`config.mk`:
```
export PLATFORM = sky130hd
export DESIGN_NAME = vec_coproc_top
export DESIGN_NICKNAME = d
export VERILOG_FILES = /design/src/hdl/vec_pkg.sv /design/src/hdl/cmd_pkg.sv /design/src/hdl/coproc_ifs.sv /design/src/hdl/sipo_input_interface.sv /design/src/hdl/processing_core.sv /design/src/hdl/pipeline_ctrl_unit.sv /design/src/hdl/result_mem.sv /design/src/hdl/output_interface.sv /design/src/hdl/vec_coproc_top.sv
export SDC_FILE = /design/constraint.sdc
export NUM_CORES = 2
export LEC_CHECK = 0
export BUFFER_PORTS_ARGS = -buffer_cell sky130_fd_sc_hd__clkbuf_2
export CORE_MARGIN = 5
export CORE_UTILIZATION = 25
export DETAILED_ROUTE_END_ITERATION = 7
export GPL_ROUTABILITY_DRIVEN = 0
export PLACE_DENSITY = 0.4
export SKIP_LAST_GASP = 1
export SLEW_MARGIN = 20
export SYNTH_ARGS = -nofsm -noshare
export SYNTH_HDL_FRONTEND = slang
export SYNTH_SLANG_ARGS = --single-unit
```
`constraint.sdc`:
```
create_clock -name clk -period 18.05 [get_ports clk]
set_clock_uncertainty 0.1 [all_clocks]
set_input_delay 3.61 -clock clk [delete_from_list [all_inputs] [get_ports clk]]
set_output_delay 3.61 -clock clk [all_outputs]
set_load 0.02 [all_outputs]
```
`src/hdl/vec_pkg.sv`:
```
package vec_pkg;

    localparam int elem_width = 10;                 // one vector element, 10 bit unsigned
    localparam int word_width = 32;                 // one result word on the output side

    // one result word, seen as a number or as the bytes it leaves in
    typedef union packed {
        logic [word_width-1:0] word;                // arithmetic view, core and result store
        logic [3:0][7:0]       lanes;               // byte view, lanes[0] goes out first
    } result_word_t;

endpackage

```
`src/hdl/cmd_pkg.sv`:
```
package cmd_pkg;

    localparam int opcode_bits = 4;                 // low nibble of the command byte

    typedef enum logic [opcode_bits-1:0] {
        write_a = 4'h0,                             // load vector a
        write_b = 4'h1,                             // load vector b
        op_sum  = 4'h2,                             // a + b per element
        op_avg  = 4'h3,                             // (a + b) / 2 per element
        op_man  = 4'h4,                             // sum |a - b|
        op_euc  = 4'h5,                             // sum (a - b)^2
        op_dot  = 4'h6                              // sum a * b
    } opcode_t;

    // opcode field of a received command byte, upper nibble ignored
    function automatic opcode_t byte_opcode(input logic [7:0] cmd_byte);
        return opcode_t'(cmd_byte[opcode_bits-1:0]);
    endfunction

    function automatic logic is_known_op(input opcode_t op);
        return op inside {write_a, write_b, op_sum, op_avg, op_man, op_euc, op_dot};
    endfunction

    function automatic logic is_write_op(input opcode_t op);
        return (op == write_a) || (op == write_b);
    endfunction

    // element-wise ops return one word per element, the rest a single word
    function automatic logic is_vector_op(input opcode_t op);
        return (op == op_sum) || (op == op_avg);
    endfunction

endpackage

```
`src/hdl/coproc_ifs.sv`:
```
`timescale 1ns/1ps

interface operand_if #(parameter int num_elements = 8);
    import vec_pkg::*;
    import cmd_pkg::*;

    logic [num_elements-1:0][elem_width-1:0] data_a;    // stored vector a
    logic [num_elements-1:0][elem_width-1:0] data_b;    // stored vector b
    opcode_t                                 op;        // operation for the next start
    logic                                    start;     // one cycle launch pulse

    modport src  (output data_a, data_b);
    modport ctrl (output op, start);
    modport core (input data_a, data_b, op, start);
endinterface

interface result_if #(parameter int num_elements = 8);
    import vec_pkg::*;
    import cmd_pkg::*;

    result_word_t [num_elements-1:0] par_result;       // per element results
    result_word_t                    scalar_result;    // reduced result
    opcode_t                         op;               // op that produced them
    logic                            valid;            // results ready this cycle

    modport core (output par_result, scalar_result, op, valid);
    modport mem  (input par_result, scalar_result, op, valid);
endinterface

```
`src/hdl/sipo_input_interface.sv`:
```
`timescale 1ns/1ps

module sipo_input_interface #(
    parameter int num_elements = 8
) (
    input  logic             clk,
    input  logic             rst_n,
    input  logic [7:0]       rx_data,
    input  logic             rx_valid,
    input  logic             busy,
    operand_if.src           opif,
    output logic             command_ready,
    output cmd_pkg::opcode_t command
);
    import vec_pkg::*;
    import cmd_pkg::*;

    localparam int cnt_w   = (num_elements > 1) ? $clog2(num_elements) : 1;
    localparam int hi_bits = elem_width - 8;        // bits taken from the high byte

    localparam logic [1:0] st_idle = 2'd0;          // waiting for a command byte
    localparam logic [1:0] st_low  = 2'd1;          // waiting for element low byte
    localparam logic [1:0] st_high = 2'd2;          // waiting for element high byte

    logic [1:0]            state;
    logic [cnt_w-1:0]      elem_cnt;                // elements received in this write
    logic                  wr_b;                    // current write targets vector b
    logic [7:0]            low_byte;                // held until the high byte arrives
    logic                  accept;
    logic                  op_cmd;                  // operation command taken this cycle
    opcode_t               rx_op;
    logic [elem_width-1:0] elem;                    // assembled element

    assign accept = rx_valid && !busy;              // bytes dropped while an op runs
    assign rx_op  = byte_opcode(rx_data);
    assign op_cmd = accept && (state == st_idle) && is_known_op(rx_op) && !is_write_op(rx_op);
    assign elem   = {rx_data[hi_bits-1:0], low_byte};

    always_ff @(posedge clk or negedge rst_n) begin
        if (!rst_n) begin
            state         <= st_idle;
            elem_cnt      <= '0;
            wr_b          <= 1'b0;
            command_ready <= 1'b0;
        end else begin
            command_ready <= op_cmd;                // pulse the cycle after the byte
            if (accept) begin
                case (state)
                    st_idle: begin
                        if (is_write_op(rx_op)) begin
                            wr_b     <= (rx_op == write_b);
                            elem_cnt <= '0;
                            state    <= st_low;
                        end
                    end
                    st_low: state <= st_high;
                    st_high: begin
                        elem_cnt <= elem_cnt + 1'b1;
                        if (elem_cnt == cnt_w'(num_elements - 1)) begin
                            state <= st_idle;       // last element in
                        end else begin
                            state <= st_low;
                        end
                    end
                    default: state <= st_idle;
                endcase
            end
        end
    end

    // element 0 arrives first and ends up at index 0 after the last shift
    always_ff @(posedge clk) begin
        if (op_cmd) begin
            command <= rx_op;
        end
        if (accept && (state == st_low)) begin
            low_byte <= rx_data;
        end
        if (accept && (state == st_high)) begin
            if (wr_b) begin
                opif.data_b <= {elem, opif.data_b[num_elements-1:1]};
            end else begin
                opif.data_a <= {elem, opif.data_a[num_elements-1:1]};
            end
        end
    end

endmodule

```
`src/hdl/processing_core.sv`:
```
`timescale 1ns/1ps

module processing_core #(
    parameter int num_elements = 8
) (
    input  logic    clk,
    input  logic    rst_n,
    operand_if.core opif,
    result_if.core  resif
);
    import vec_pkg::*;
    import cmd_pkg::*;

    logic [num_elements-1:0][elem_width-1:0]   abs_diff;   // |a - b|, combinational
    logic [num_elements-1:0][elem_width:0]     sum_s1;     // a + b with carry
    logic [num_elements-1:0][elem_width-1:0]   adiff_s1;
    logic [num_elements-1:0][2*elem_width-1:0] sq_s1;      // (a - b)^2
    logic [num_elements-1:0][2*elem_width-1:0] prod_s1;    // a * b
    logic [num_elements-1:0][elem_width:0]     sum_s2;
    logic [word_width-1:0]                     man_red;
    logic [word_width-1:0]                     euc_red;
    logic [word_width-1:0]                     dot_red;
    logic [word_width-1:0]                     man_s2;
    logic [word_width-1:0]                     euc_s2;
    logic [word_width-1:0]                     dot_s2;
    opcode_t                                   op_s1;
    opcode_t                                   op_s2;
    logic                                      v_s1;
    logic                                      v_s2;

    always_comb begin
        for (int i = 0; i < num_elements; i++) begin
            if (opif.data_a[i] > opif.data_b[i]) begin
                abs_diff[i] = opif.data_a[i] - opif.data_b[i];
            end else begin
                abs_diff[i] = opif.data_b[i] - opif.data_a[i];
            end
        end
    end

    // stage 1, per element terms
    always_ff @(posedge clk) begin
        for (int i = 0; i < num_elements; i++) begin
            sum_s1[i]   <= opif.data_a[i] + opif.data_b[i];
            adiff_s1[i] <= abs_diff[i];
            sq_s1[i]    <= abs_diff[i] * abs_diff[i];
            prod_s1[i]  <= opif.data_a[i] * opif.data_b[i];
        end
        op_s1 <= opif.op;                           // op rides along with its data
    end

    // adder reduction over the stage 1 terms
    always_comb begin
        man_red = '0;
        euc_red = '0;
        dot_red = '0;
        for (int i = 0; i < num_elements; i++) begin
            man_red = man_red + word_width'(adiff_s1[i]);
            euc_red = euc_red + word_width'(sq_s1[i]);
            dot_red = dot_red + word_width'(prod_s1[i]);
        end
    end

    // stage 2, reduced sums and pass-through of the element sums
    always_ff @(posedge clk) begin
        sum_s2 <= sum_s1;
        man_s2 <= man_red;
        euc_s2 <= euc_red;
        dot_s2 <= dot_red;
        op_s2  <= op_s1;
    end

    // stage 3, result select
    always_ff @(posedge clk) begin
        if (v_s2) begin
            resif.op <= op_s2;
            if (is_vector_op(op_s2)) begin
                for (int i = 0; i < num_elements; i++) begin
                    if (op_s2 == op_avg) begin
                        resif.par_result[i].word <= word_width'(sum_s2[i] >> 1); // floor
                    end else begin
                        resif.par_result[i].word <= word_width'(sum_s2[i]);
                    end
                end
            end else begin
                case (op_s2)
                    op_man:  resif.scalar_result.word <= man_s2;
                    op_euc:  resif.scalar_result.word <= euc_s2;
                    default: resif.scalar_result.word <= dot_s2;
                endcase
            end
        end
    end

    always_ff @(posedge clk or negedge rst_n) begin
        if (!rst_n) begin
            v_s1        <= 1'b0;
            v_s2        <= 1'b0;
            resif.valid <= 1'b0;
        end else begin
            v_s1        <= opif.start;
            v_s2        <= v_s1;
            resif.valid <= v_s2;                    // 3 cycles after start
        end
    end

endmodule

```
`src/hdl/pipeline_ctrl_unit.sv`:
```
`timescale 1ns/1ps

module pipeline_ctrl_unit #(
    parameter int num_elements = 8
) (
    input  logic             clk,
    input  logic             rst_n,
    input  logic             command_ready,
    input  cmd_pkg::opcode_t command,
    input  logic             word_sent,
    operand_if.ctrl          opif,
    output logic             busy,
    output logic             shift_mem
);
    import cmd_pkg::*;

    localparam int cnt_w = $clog2(num_elements + 1);

    logic             busy_q;                       // op in flight until last word out
    logic [cnt_w-1:0] words_left;                   // result words still to be sent

    assign busy      = busy_q || command_ready;     // high already in the command cycle
    assign shift_mem = word_sent && busy_q;         // advance store on each sent word

    always_ff @(posedge clk or negedge rst_n) begin
        if (!rst_n) begin
            busy_q     <= 1'b0;
            words_left <= '0;
            opif.start <= 1'b0;
        end else begin
            opif.start <= command_ready;            // launch one cycle later
            if (command_ready) begin
                busy_q <= 1'b1;
                if (is_vector_op(command)) begin
                    words_left <= cnt_w'(num_elements);
                end else begin
                    words_left <= cnt_w'(1);
                end
            end else if (shift_mem) begin
                words_left <= words_left - 1'b1;
                if (words_left == cnt_w'(1)) begin
                    busy_q <= 1'b0;                 // last word gone
                end
            end
        end
    end

    always_ff @(posedge clk) begin
        if (command_ready) begin
            opif.op <= command;                     // valid together with start
        end
    end

endmodule

```
`src/hdl/result_mem.sv`:
```
`timescale 1ns/1ps

module result_mem #(
    parameter int num_elements = 8
) (
    input  logic                 clk,
    input  logic                 rst_n,
    result_if.mem                resif,
    input  logic                 shift_mem,
    output vec_pkg::result_word_t result_out,
    output logic                 out_valid
);
    import vec_pkg::*;
    import cmd_pkg::*;

    localparam int cnt_w = $clog2(num_elements + 1);

    result_word_t     mem [num_elements];           // head at index 0
    logic [cnt_w-1:0] count;                        // words left in the store

    always_ff @(posedge clk or negedge rst_n) begin
        if (!rst_n) begin
            count <= '0;
        end else if (resif.valid) begin
            if (is_vector_op(resif.op)) begin
                count <= cnt_w'(num_elements);
            end else begin
                count <= cnt_w'(1);
            end
        end else if (shift_mem && (count != '0)) begin
            count <= count - 1'b1;
        end
    end

    always_ff @(posedge clk) begin
        if (resif.valid) begin
            if (is_vector_op(resif.op)) begin
                for (int i = 0; i < num_elements; i++) begin
                    mem[i].word <= resif.par_result[i].word;   // parallel load
                end
            end else begin
                mem[0].word <= resif.scalar_result.word;
            end
        end else if (shift_mem) begin
            for (int i = 0; i < num_elements - 1; i++) begin
                mem[i] <= mem[i+1];                 // move toward the head
            end
        end
    end

    assign result_out = mem[0];
    assign out_valid  = (count != '0);

endmodule

```
`src/hdl/output_interface.sv`:
```
`timescale 1ns/1ps

module output_interface (
    input  logic                  clk,
    input  logic                  rst_n,
    input  vec_pkg::result_word_t result_out,
    input  logic                  out_valid,
    output logic [7:0]            tx_data,
    output logic                  tx_valid,
    input  logic                  tx_ready,
    output logic                  word_sent
);
    import vec_pkg::*;

    result_word_t word_q;                           // word being sent
    logic [1:0]   lane;                             // current byte lane
    logic         xfer;                             // byte handshake this cycle

    assign xfer      = tx_valid && tx_ready;
    assign word_sent = xfer && (lane == 2'd3);      // fourth byte of the word
    assign tx_data   = word_q.lanes[lane];          // little endian, held while stalled

    always_ff @(posedge clk or negedge rst_n) begin
        if (!rst_n) begin
            tx_valid <= 1'b0;
            lane     <= 2'd0;
        end else if (!tx_valid) begin
            if (out_valid) begin
                tx_valid <= 1'b1;                   // one cycle after word shows up
                lane     <= 2'd0;
            end
        end else if (xfer) begin
            lane <= lane + 2'd1;                    // wraps to 0 after lane 3
            if (lane == 2'd3) begin
                tx_valid <= 1'b0;                   // let the store advance
            end
        end
    end

    always_ff @(posedge clk) begin
        if (!tx_valid && out_valid) begin
            word_q <= result_out;
        end
    end

endmodule

```
`src/hdl/vec_coproc_top.sv`:
```
`timescale 1ns/1ps

module vec_coproc_top #(
    parameter int num_elements = 8
) (
    input  logic       clk,
    input  logic       rst_n,
    input  logic [7:0] rx_data,                     // received byte
    input  logic       rx_valid,                    // byte present this cycle
    output logic [7:0] tx_data,                     // byte to send
    output logic       tx_valid,
    input  logic       tx_ready,                    // sink takes the byte
    output logic       busy                         // op running, input ignored
);
    import vec_pkg::*;
    import cmd_pkg::*;

    operand_if #(.num_elements(num_elements)) opif ();
    result_if  #(.num_elements(num_elements)) resif ();

    logic         command_ready;
    opcode_t      command;
    logic         word_sent;
    logic         shift_mem;
    logic         out_valid;
    result_word_t result_out;

    sipo_input_interface #(.num_elements(num_elements)) i_sipo_input_interface (
        .clk           (clk),
        .rst_n         (rst_n),
        .rx_data       (rx_data),
        .rx_valid      (rx_valid),
        .busy          (busy),
        .opif          (opif.src),
        .command_ready (command_ready),
        .command       (command)
    );

    processing_core #(.num_elements(num_elements)) i_processing_core (
        .clk   (clk),
        .rst_n (rst_n),
        .opif  (opif.core),
        .resif (resif.core)
    );

    pipeline_ctrl_unit #(.num_elements(num_elements)) i_pipeline_ctrl_unit (
        .clk           (clk),
        .rst_n         (rst_n),
        .command_ready (command_ready),
        .command       (command),
        .word_sent     (word_sent),
        .opif          (opif.ctrl),
        .busy          (busy),
        .shift_mem     (shift_mem)
    );

    result_mem #(.num_elements(num_elements)) i_result_mem (
        .clk        (clk),
        .rst_n      (rst_n),
        .resif      (resif.mem),
        .shift_mem  (shift_mem),
        .result_out (result_out),
        .out_valid  (out_valid)
    );

    output_interface i_output_interface (
        .clk        (clk),
        .rst_n      (rst_n),
        .result_out (result_out),
        .out_valid  (out_valid),
        .tx_data    (tx_data),
        .tx_valid   (tx_valid),
        .tx_ready   (tx_ready),
        .word_sent  (word_sent)
    );

endmodule

```
Yosys cells after proc, flatten, opt, wreduce, memory -nomap -nowiden
Memory sizes are Yosys's and may differ from the RTL's. A register that Yosys moved wholly into a read port is not among the register bits.
Cells that the tools add are included.
Widths: inputs -> output; s select.
{ "classes": {"bitwise_logic": 10, "n_reduce_logical": 37, "addsub": 49, "muxes": 57, "n_lt_le_gt_ge": 9, "eq_ne": 21, "multipliers": 16} }
{ "op_table": {"columns": ["op", "count"], "rows": [
  ["$add 32x20->32", 12],
  ["$mul 10x10->20", 16],
  ["$mux 32", 8],
  ["$add 32x10->32", 6],
  ["$mux 10", 16],
  ["$sub 10x10->10", 16],
  ["$add 10x10->11", 9],
  ["$gt 10x10->1", 8],
  ["$pmux 32 s2", 1],
  ["$add 20x20->21", 2],
  ["$eq 4x2->1 const B", 8],
  ["$mux 4", 6],
  ["$eq 4x3->1 const B", 5],
  ["$mux 1", 17],
  ["$bmux 8 s2", 1],
  ["$reduce_and 2->1", 7],
  ["$logic_and 1x1->1", 11],
  ["$reduce_bool 2->1", 5],
  ["$eq 4x1->1 const B", 2],
  ["$mux 2", 4],
  ["$mux 8", 1],
  ["$or 1x1->1", 8],
  ["$sub 4x1->4 const B", 2],
  ["$reduce_bool 7->1", 1],
  ["17 further kinds", 27]
]} }
{ "totals": {"n_memories": 1, "register_bits": 1171, "output_inout_bits": 10, "elab_cells": 295, "input_bits": 12, "mem_bits_rw": 256} }
{ "mem_list": {"columns": ["name", "depth", "width", "rd", "rd_clocked_by_memory_dff", "wr", "line_no", "text"], "rows": [
  ["i_result_mem.mem", 8, 32, 8, 1, 8, "result_mem.sv:18", "result_word_t mem [num_elements];"]
]} }

Logic depth before layout (Yosys ltp)
{ "logic_depth": {"word_depth": 7, "mapped_depth": 34} }

Cells and area by module
A second synthesis with hierarchy kept.
{ "unflattened": {"hier_cells": 9369, "area_unflattened_um2": 100340.0} }
{ "by_module_without_submodules": {"columns": ["module", "instances", "area_each_um2", "cells_per_inst"], "rows": [
  ["processing_core", 1, 81458.1, 8497],
  ["result_mem", 1, 11584.9, 573],
  ["sipo_input_interface", 1, 5551.6, 207],
  ["output_interface", 1, 1300.0, 56],
  ["pipeline_ctrl_unit", 1, 445.4, 36]
]} }

Worst setup path before layout
No wires, ideal clock.
{ "synth_path": {"path_kind": "input port to flip-flop", "startpoint": "input port rx_valid", "endpoint": "register i_sipo_input_interface.opif.data_a[0], enable pin", "path_buffers": 0, "cell_stages": 4, "t_arrival_ns": 7.352, "t_required_ns": 17.431, "setup_time_ns": 0.519, "slack_ns": 10.080, "path_cell_list": "nand2_1 -> nor2_1 -> nand2_1 -> nor2_1"} }
{ "synth_between": {"elab_chain_len": 3} }
{ "synth_lines": {"columns": ["item", "line_no", "text"], "rows": [
  ["from (decl)", "vec_coproc_top.sv:9", "input logic rx_valid,"],
  ["$logic_and 1x1->1", "sipo_input_interface.sv:34", "assign accept = rx_valid && !busy;"],
  ["$logic_and 1x1->1", "sipo_input_interface.sv:79", "if (accept && (state == st_high)) begin"],
  ["$reduce_and 2->1 (no source line)", null, null],
  ["to (signal assigned)", "sipo_input_interface.sv:83", "opif.data_a <= {elem, opif.data_a[num_elements-1:1]};"],
  ["to (decl)", "coproc_ifs.sv:12", "modport src (output data_a, data_b);"]
]} }
No other way between the ends.
A chain may end at the register's enable or synchronous reset.

==> metrics.md <==
| Metric | Value |
|---|---|
| Clock root buffer | `clkbuf_16` |
| Crit path launch type | `flop` |
| Worst VDD drop | `0.0000574 V` |
| CTS tree | `done` |
| Num CTS Buffers | `140` |
| Setup TNS | `0 ns` |
| Avg WL per Cell | `20.2 um` |
| Pwr Density | `50.8 nW/um^2` |
| Ratio of cells with drive above 1 in the final layout | `0.0603` |
| Vias in the first global route | `67018` |
| Starting DRT DRC Count | `3382` |
| Total global-route track usage | `0.151` |
| Worst hold path stage count | `0` |
| Setup WS pre-CTS | `8.45 ns` |
| HP Class | `reg -> reg` |
| Maximum clock rate | `0.104 GHz` |
| GR Overflow Total | `0` |
| Latest clock arrival within the worst-skew pair | `0.81 ns` |
| Leakage | `49.3 nW` |
| Drc violations | `0` |
| Unrepaired setup endpoints after global routing | `no` |
| CP required | `18.64 ns` |
| Net count, final | `11513` |
| Post-synth EDFFs | `416` |
| CP endpoint kind | `flop` |
| Slew Viols, Final | `0` |
| Mapped Avg Cell Area | `10.2 um^2` |
| Starting Density | `0.251` |
| Critical path class | `reg -> reg` |
| Status | `finished clean` |
| Post-layout minimum cycle time | `9.58 ns` |
| Largest net degree at the start of global routing | `53` |
| Post-CTS Hold Buffers | `0` |
| Post-synth net total | `11435` |
| Crit path setup slack, layout | `8.47 ns` |
| Synthesized cell area | `93200 um^2` |
| Vias | `61218` |
| Commonest non-fill, non-tap cell in the layout | `inv_1` |
| Clock sinks | `1060` |
| Clock-pin slew on the worst setup and hold paths | `0.06 ns` |
| Ys async rst share | `0.0217` |
| DR vias/cell | `4.29` |
| Netlist cell types | `106` |
| Flop2flop setup slack | `8.47 ns` |
| First drt pass iteration count | `5` |
| Buffers on Ports | `21` |
| # setup viols final | `0` |
| Slew @ Worst Pin | `1.15 ns` |
| Ys Warns | `0` |
| Syn Inst Count | `9106` |
| WP data arrival | `10.17 ns` |
| Final hold vios | `0` |
| Resize count post-CTS | `0` |
| Seq cells post-synth | `1060` |
| Register area share after synthesis | `0.274` |
| CTS HTree Levels | `4` |
| Antenna-violating nets left | `0` |
| Die Span Y | `620 um` |
| WL final | `288000 um` |
| CP max FO | `13` |
| Synthesis-to-layout area growth | `11.6%` |
| Most frequent cells in the layout | `inv_1 (1768), ha_1 (1175), fa_1 (1142)` |
| CTS Buffer Depth | `4` |
| First-pass GRT wire length | `437000 um` |
| Main synth FF type | `dfxtp_1` |
| Detailed Place HPWL | `241000 um` |
| Die width | `620 um` |
| Slew margin rel. | `0.230` |
| I/O Pins | `22` |
| Reg2Reg Depth | `26` |
| Postcts setup bufs | `0` |
| Row cnt | `224` |
| # Max-Cap Violations | `0` |
| Initial antenna violation count | `12` |
| Die area | `385000 um^2` |
| Part of the cycle the worst path needs | `0.531` |
| Core area | `372000 um^2` |
==> metrics by stage <==
step | cell area (um^2) | hold slack [ns] | cells | total power, W | util
after global routing | 104000 | 0.214 | 14260 | 0.00548 | 0.280
after CTS | 104000 | 0.204 | 14258 | 0.00539 | 0.280
after floorplan | 93200 | 0.210 | 9106 | 0.00252 | -
after global placement | 99400 | 0.213 | 14014 | 0.00253 | 0.267
final | 104000 | 0.205 | 14263 | 0.00528 | 0.280
after detailed placement | 99400 | 0.212 | 14014 | 0.00253 | 0.268
==> layout make-up <==
cell class | instances | area [um^2]
inverter | 1803 | 6770
multi-input combinational | 6103 | 60400
clock inverter | 48 | 492
timing repair buffer | 76 | 518
fill | 39153 | 268000
sequential | 1060 | 25500
antenna | 5 | 12.5
tap | 4972 | 6220
clock buffer | 196 | 4040
==> critical path, cell delays in order, from the launching register on <==
cell	delay, ns
edfxtp_1	0.69
clkinv_1	0.39
ha_1	0.87
and3_1	0.26
nand4_1	0.15
o21a_1	0.16
a41oi_2	0.64
mux2_2	0.45
xnor2_1	0.71
inv_1	0.38
nor2_1	0.28
inv_1	0.09
fa_1	0.41
inv_1	0.07
fa_1	0.45
fa_1	0.59
fa_1	0.44
fa_1	0.41
ha_1	0.36
a21oi_1	0.24
inv_1	0.07
a31oi_1	0.20
o21ai_0	0.17
o41a_1	0.37
a21o_1	0.19
a21oi_1	0.17
xnor2_1	0.14
==> Yosys cell counts (17+ instances only) <==
| master | count | area (um^2) |
|---|---|---|
| nor2b_1 | 59 | 369 |
| dfxtp_1 | 621 | 12400 |
| nand2b_1 | 44 | 275 |
| nand4_1 | 27 | 169 |
| nor3_1 | 81 | 405 |
| mux2_2 | 168 | 1890 |
| xor2_1 | 137 | 1200 |
| mux2i_1 | 78 | 781 |
| ha_1 | 1175 | 14700 |
| and2_1 | 73 | 457 |
| dfrtp_1 | 23 | 576 |
| edfxtp_1 | 416 | 12500 |
| a21o_1 | 128 | 961 |
| inv_1 | 1768 | 6640 |
| o21a_1 | 48 | 360 |
| and3_1 | 25 | 156 |
| a211oi_1 | 30 | 225 |
| nand2_1 | 690 | 2590 |
| or3_1 | 17 | 106 |
| a21oi_1 | 348 | 1740 |
| nor2_1 | 801 | 3010 |
| xnor2_1 | 369 | 3230 |
| clkbuf_1 | 101 | 379 |
| a31oi_1 | 34 | 213 |
| o21ai_0 | 173 | 866 |
| clkinv_1 | 25 | 93.8 |
| fa_1 | 1142 | 22900 |
| nand3_1 | 75 | 375 |
| o21bai_1 | 135 | 1010 |
==> flip-flops by register name, summed over array words and instances (netlist names), 8 cells and up <==
| signal | count |
|---|---|
| i_processing_core.resif.scalar_result | 24 |
| i_output_interface.word_q | 24 |
| i_sipo_input_interface.opif.data_a | 80 |
| i_processing_core.sum_s2 | 88 |
| i_result_mem.mem | 101 |
| i_processing_core.euc_s2 | 23 |
| i_sipo_input_interface.opif.data_b | 80 |
| i_processing_core.man_s2 | 14 |
| i_processing_core.sq_s1 | 144 |
| i_processing_core.resif.par_result | 88 |
| i_processing_core.sum_s1 | 88 |
| i_sipo_input_interface.low_byte | 8 |
| i_processing_core.dot_s2 | 24 |
| i_processing_core.prod_s1 | 160 |
| i_processing_core.adiff_s1 | 72 |
==> power breakdown <==
group          switching [W]   total (W)  internal (W)
Sequential                 0     0.00247       0.00247
Combinational     0.00000386  0.00000485   0.000000954
Clock                0.00113     0.00281       0.00168
Total                0.00113     0.00528       0.00415
==> cell families after synthesis <==
| family | share of synthesized area |
|---|---|
| adder cells (fa/ha/maj) | 0.403 |
| flip-flops | 0.274 |
| buffers and inverters | 0.0791 |
| multiplexers | 0.0290 |
| AO/OA/AOI/OAI | 0.0748 |
| XOR/XNOR | 0.0502 |
| AND/OR/NAND/NOR | 0.0899 |
==> final timing paths <==
check	from	end
hold / removal	i_processing_core.sum_s1[34]$_DFF_P_	i_processing_core.sum_s2[34]$_DFF_P_
setup / recovery	i_sipo_input_interface.opif.data_b[20]$_DFFE_PP_	i_processing_core.sq_s1[58]$_DFF_P_
setup reg to reg	i_sipo_input_interface.opif.data_b[20]$_DFFE_PP_	i_processing_core.sq_s1[58]$_DFF_P_
max in group asynchronous	rst_n	i_sipo_input_interface.elem_cnt[0]$_DFFE_PN0P_
hold reg to reg	i_processing_core.sum_s1[34]$_DFF_P_	i_processing_core.sum_s2[34]$_DFF_P_
min in group asynchronous	rst_n	i_sipo_input_interface.command_ready$_DFF_PN0_
==> layer usage <==
layer | wire length, um | vias to the layer above | GRT usage
met5 | 0 | - | 0
met4 | 10800 | 0 | 0.0492
met3 | 8880 | 341 | 0.0145
met2 | 136000 | 1017 | 0.252
met1 | 133000 | 30608 | 0.204
li1 | - | 29252 | -
No activity file was read; power rests on OpenSTA's default activity.
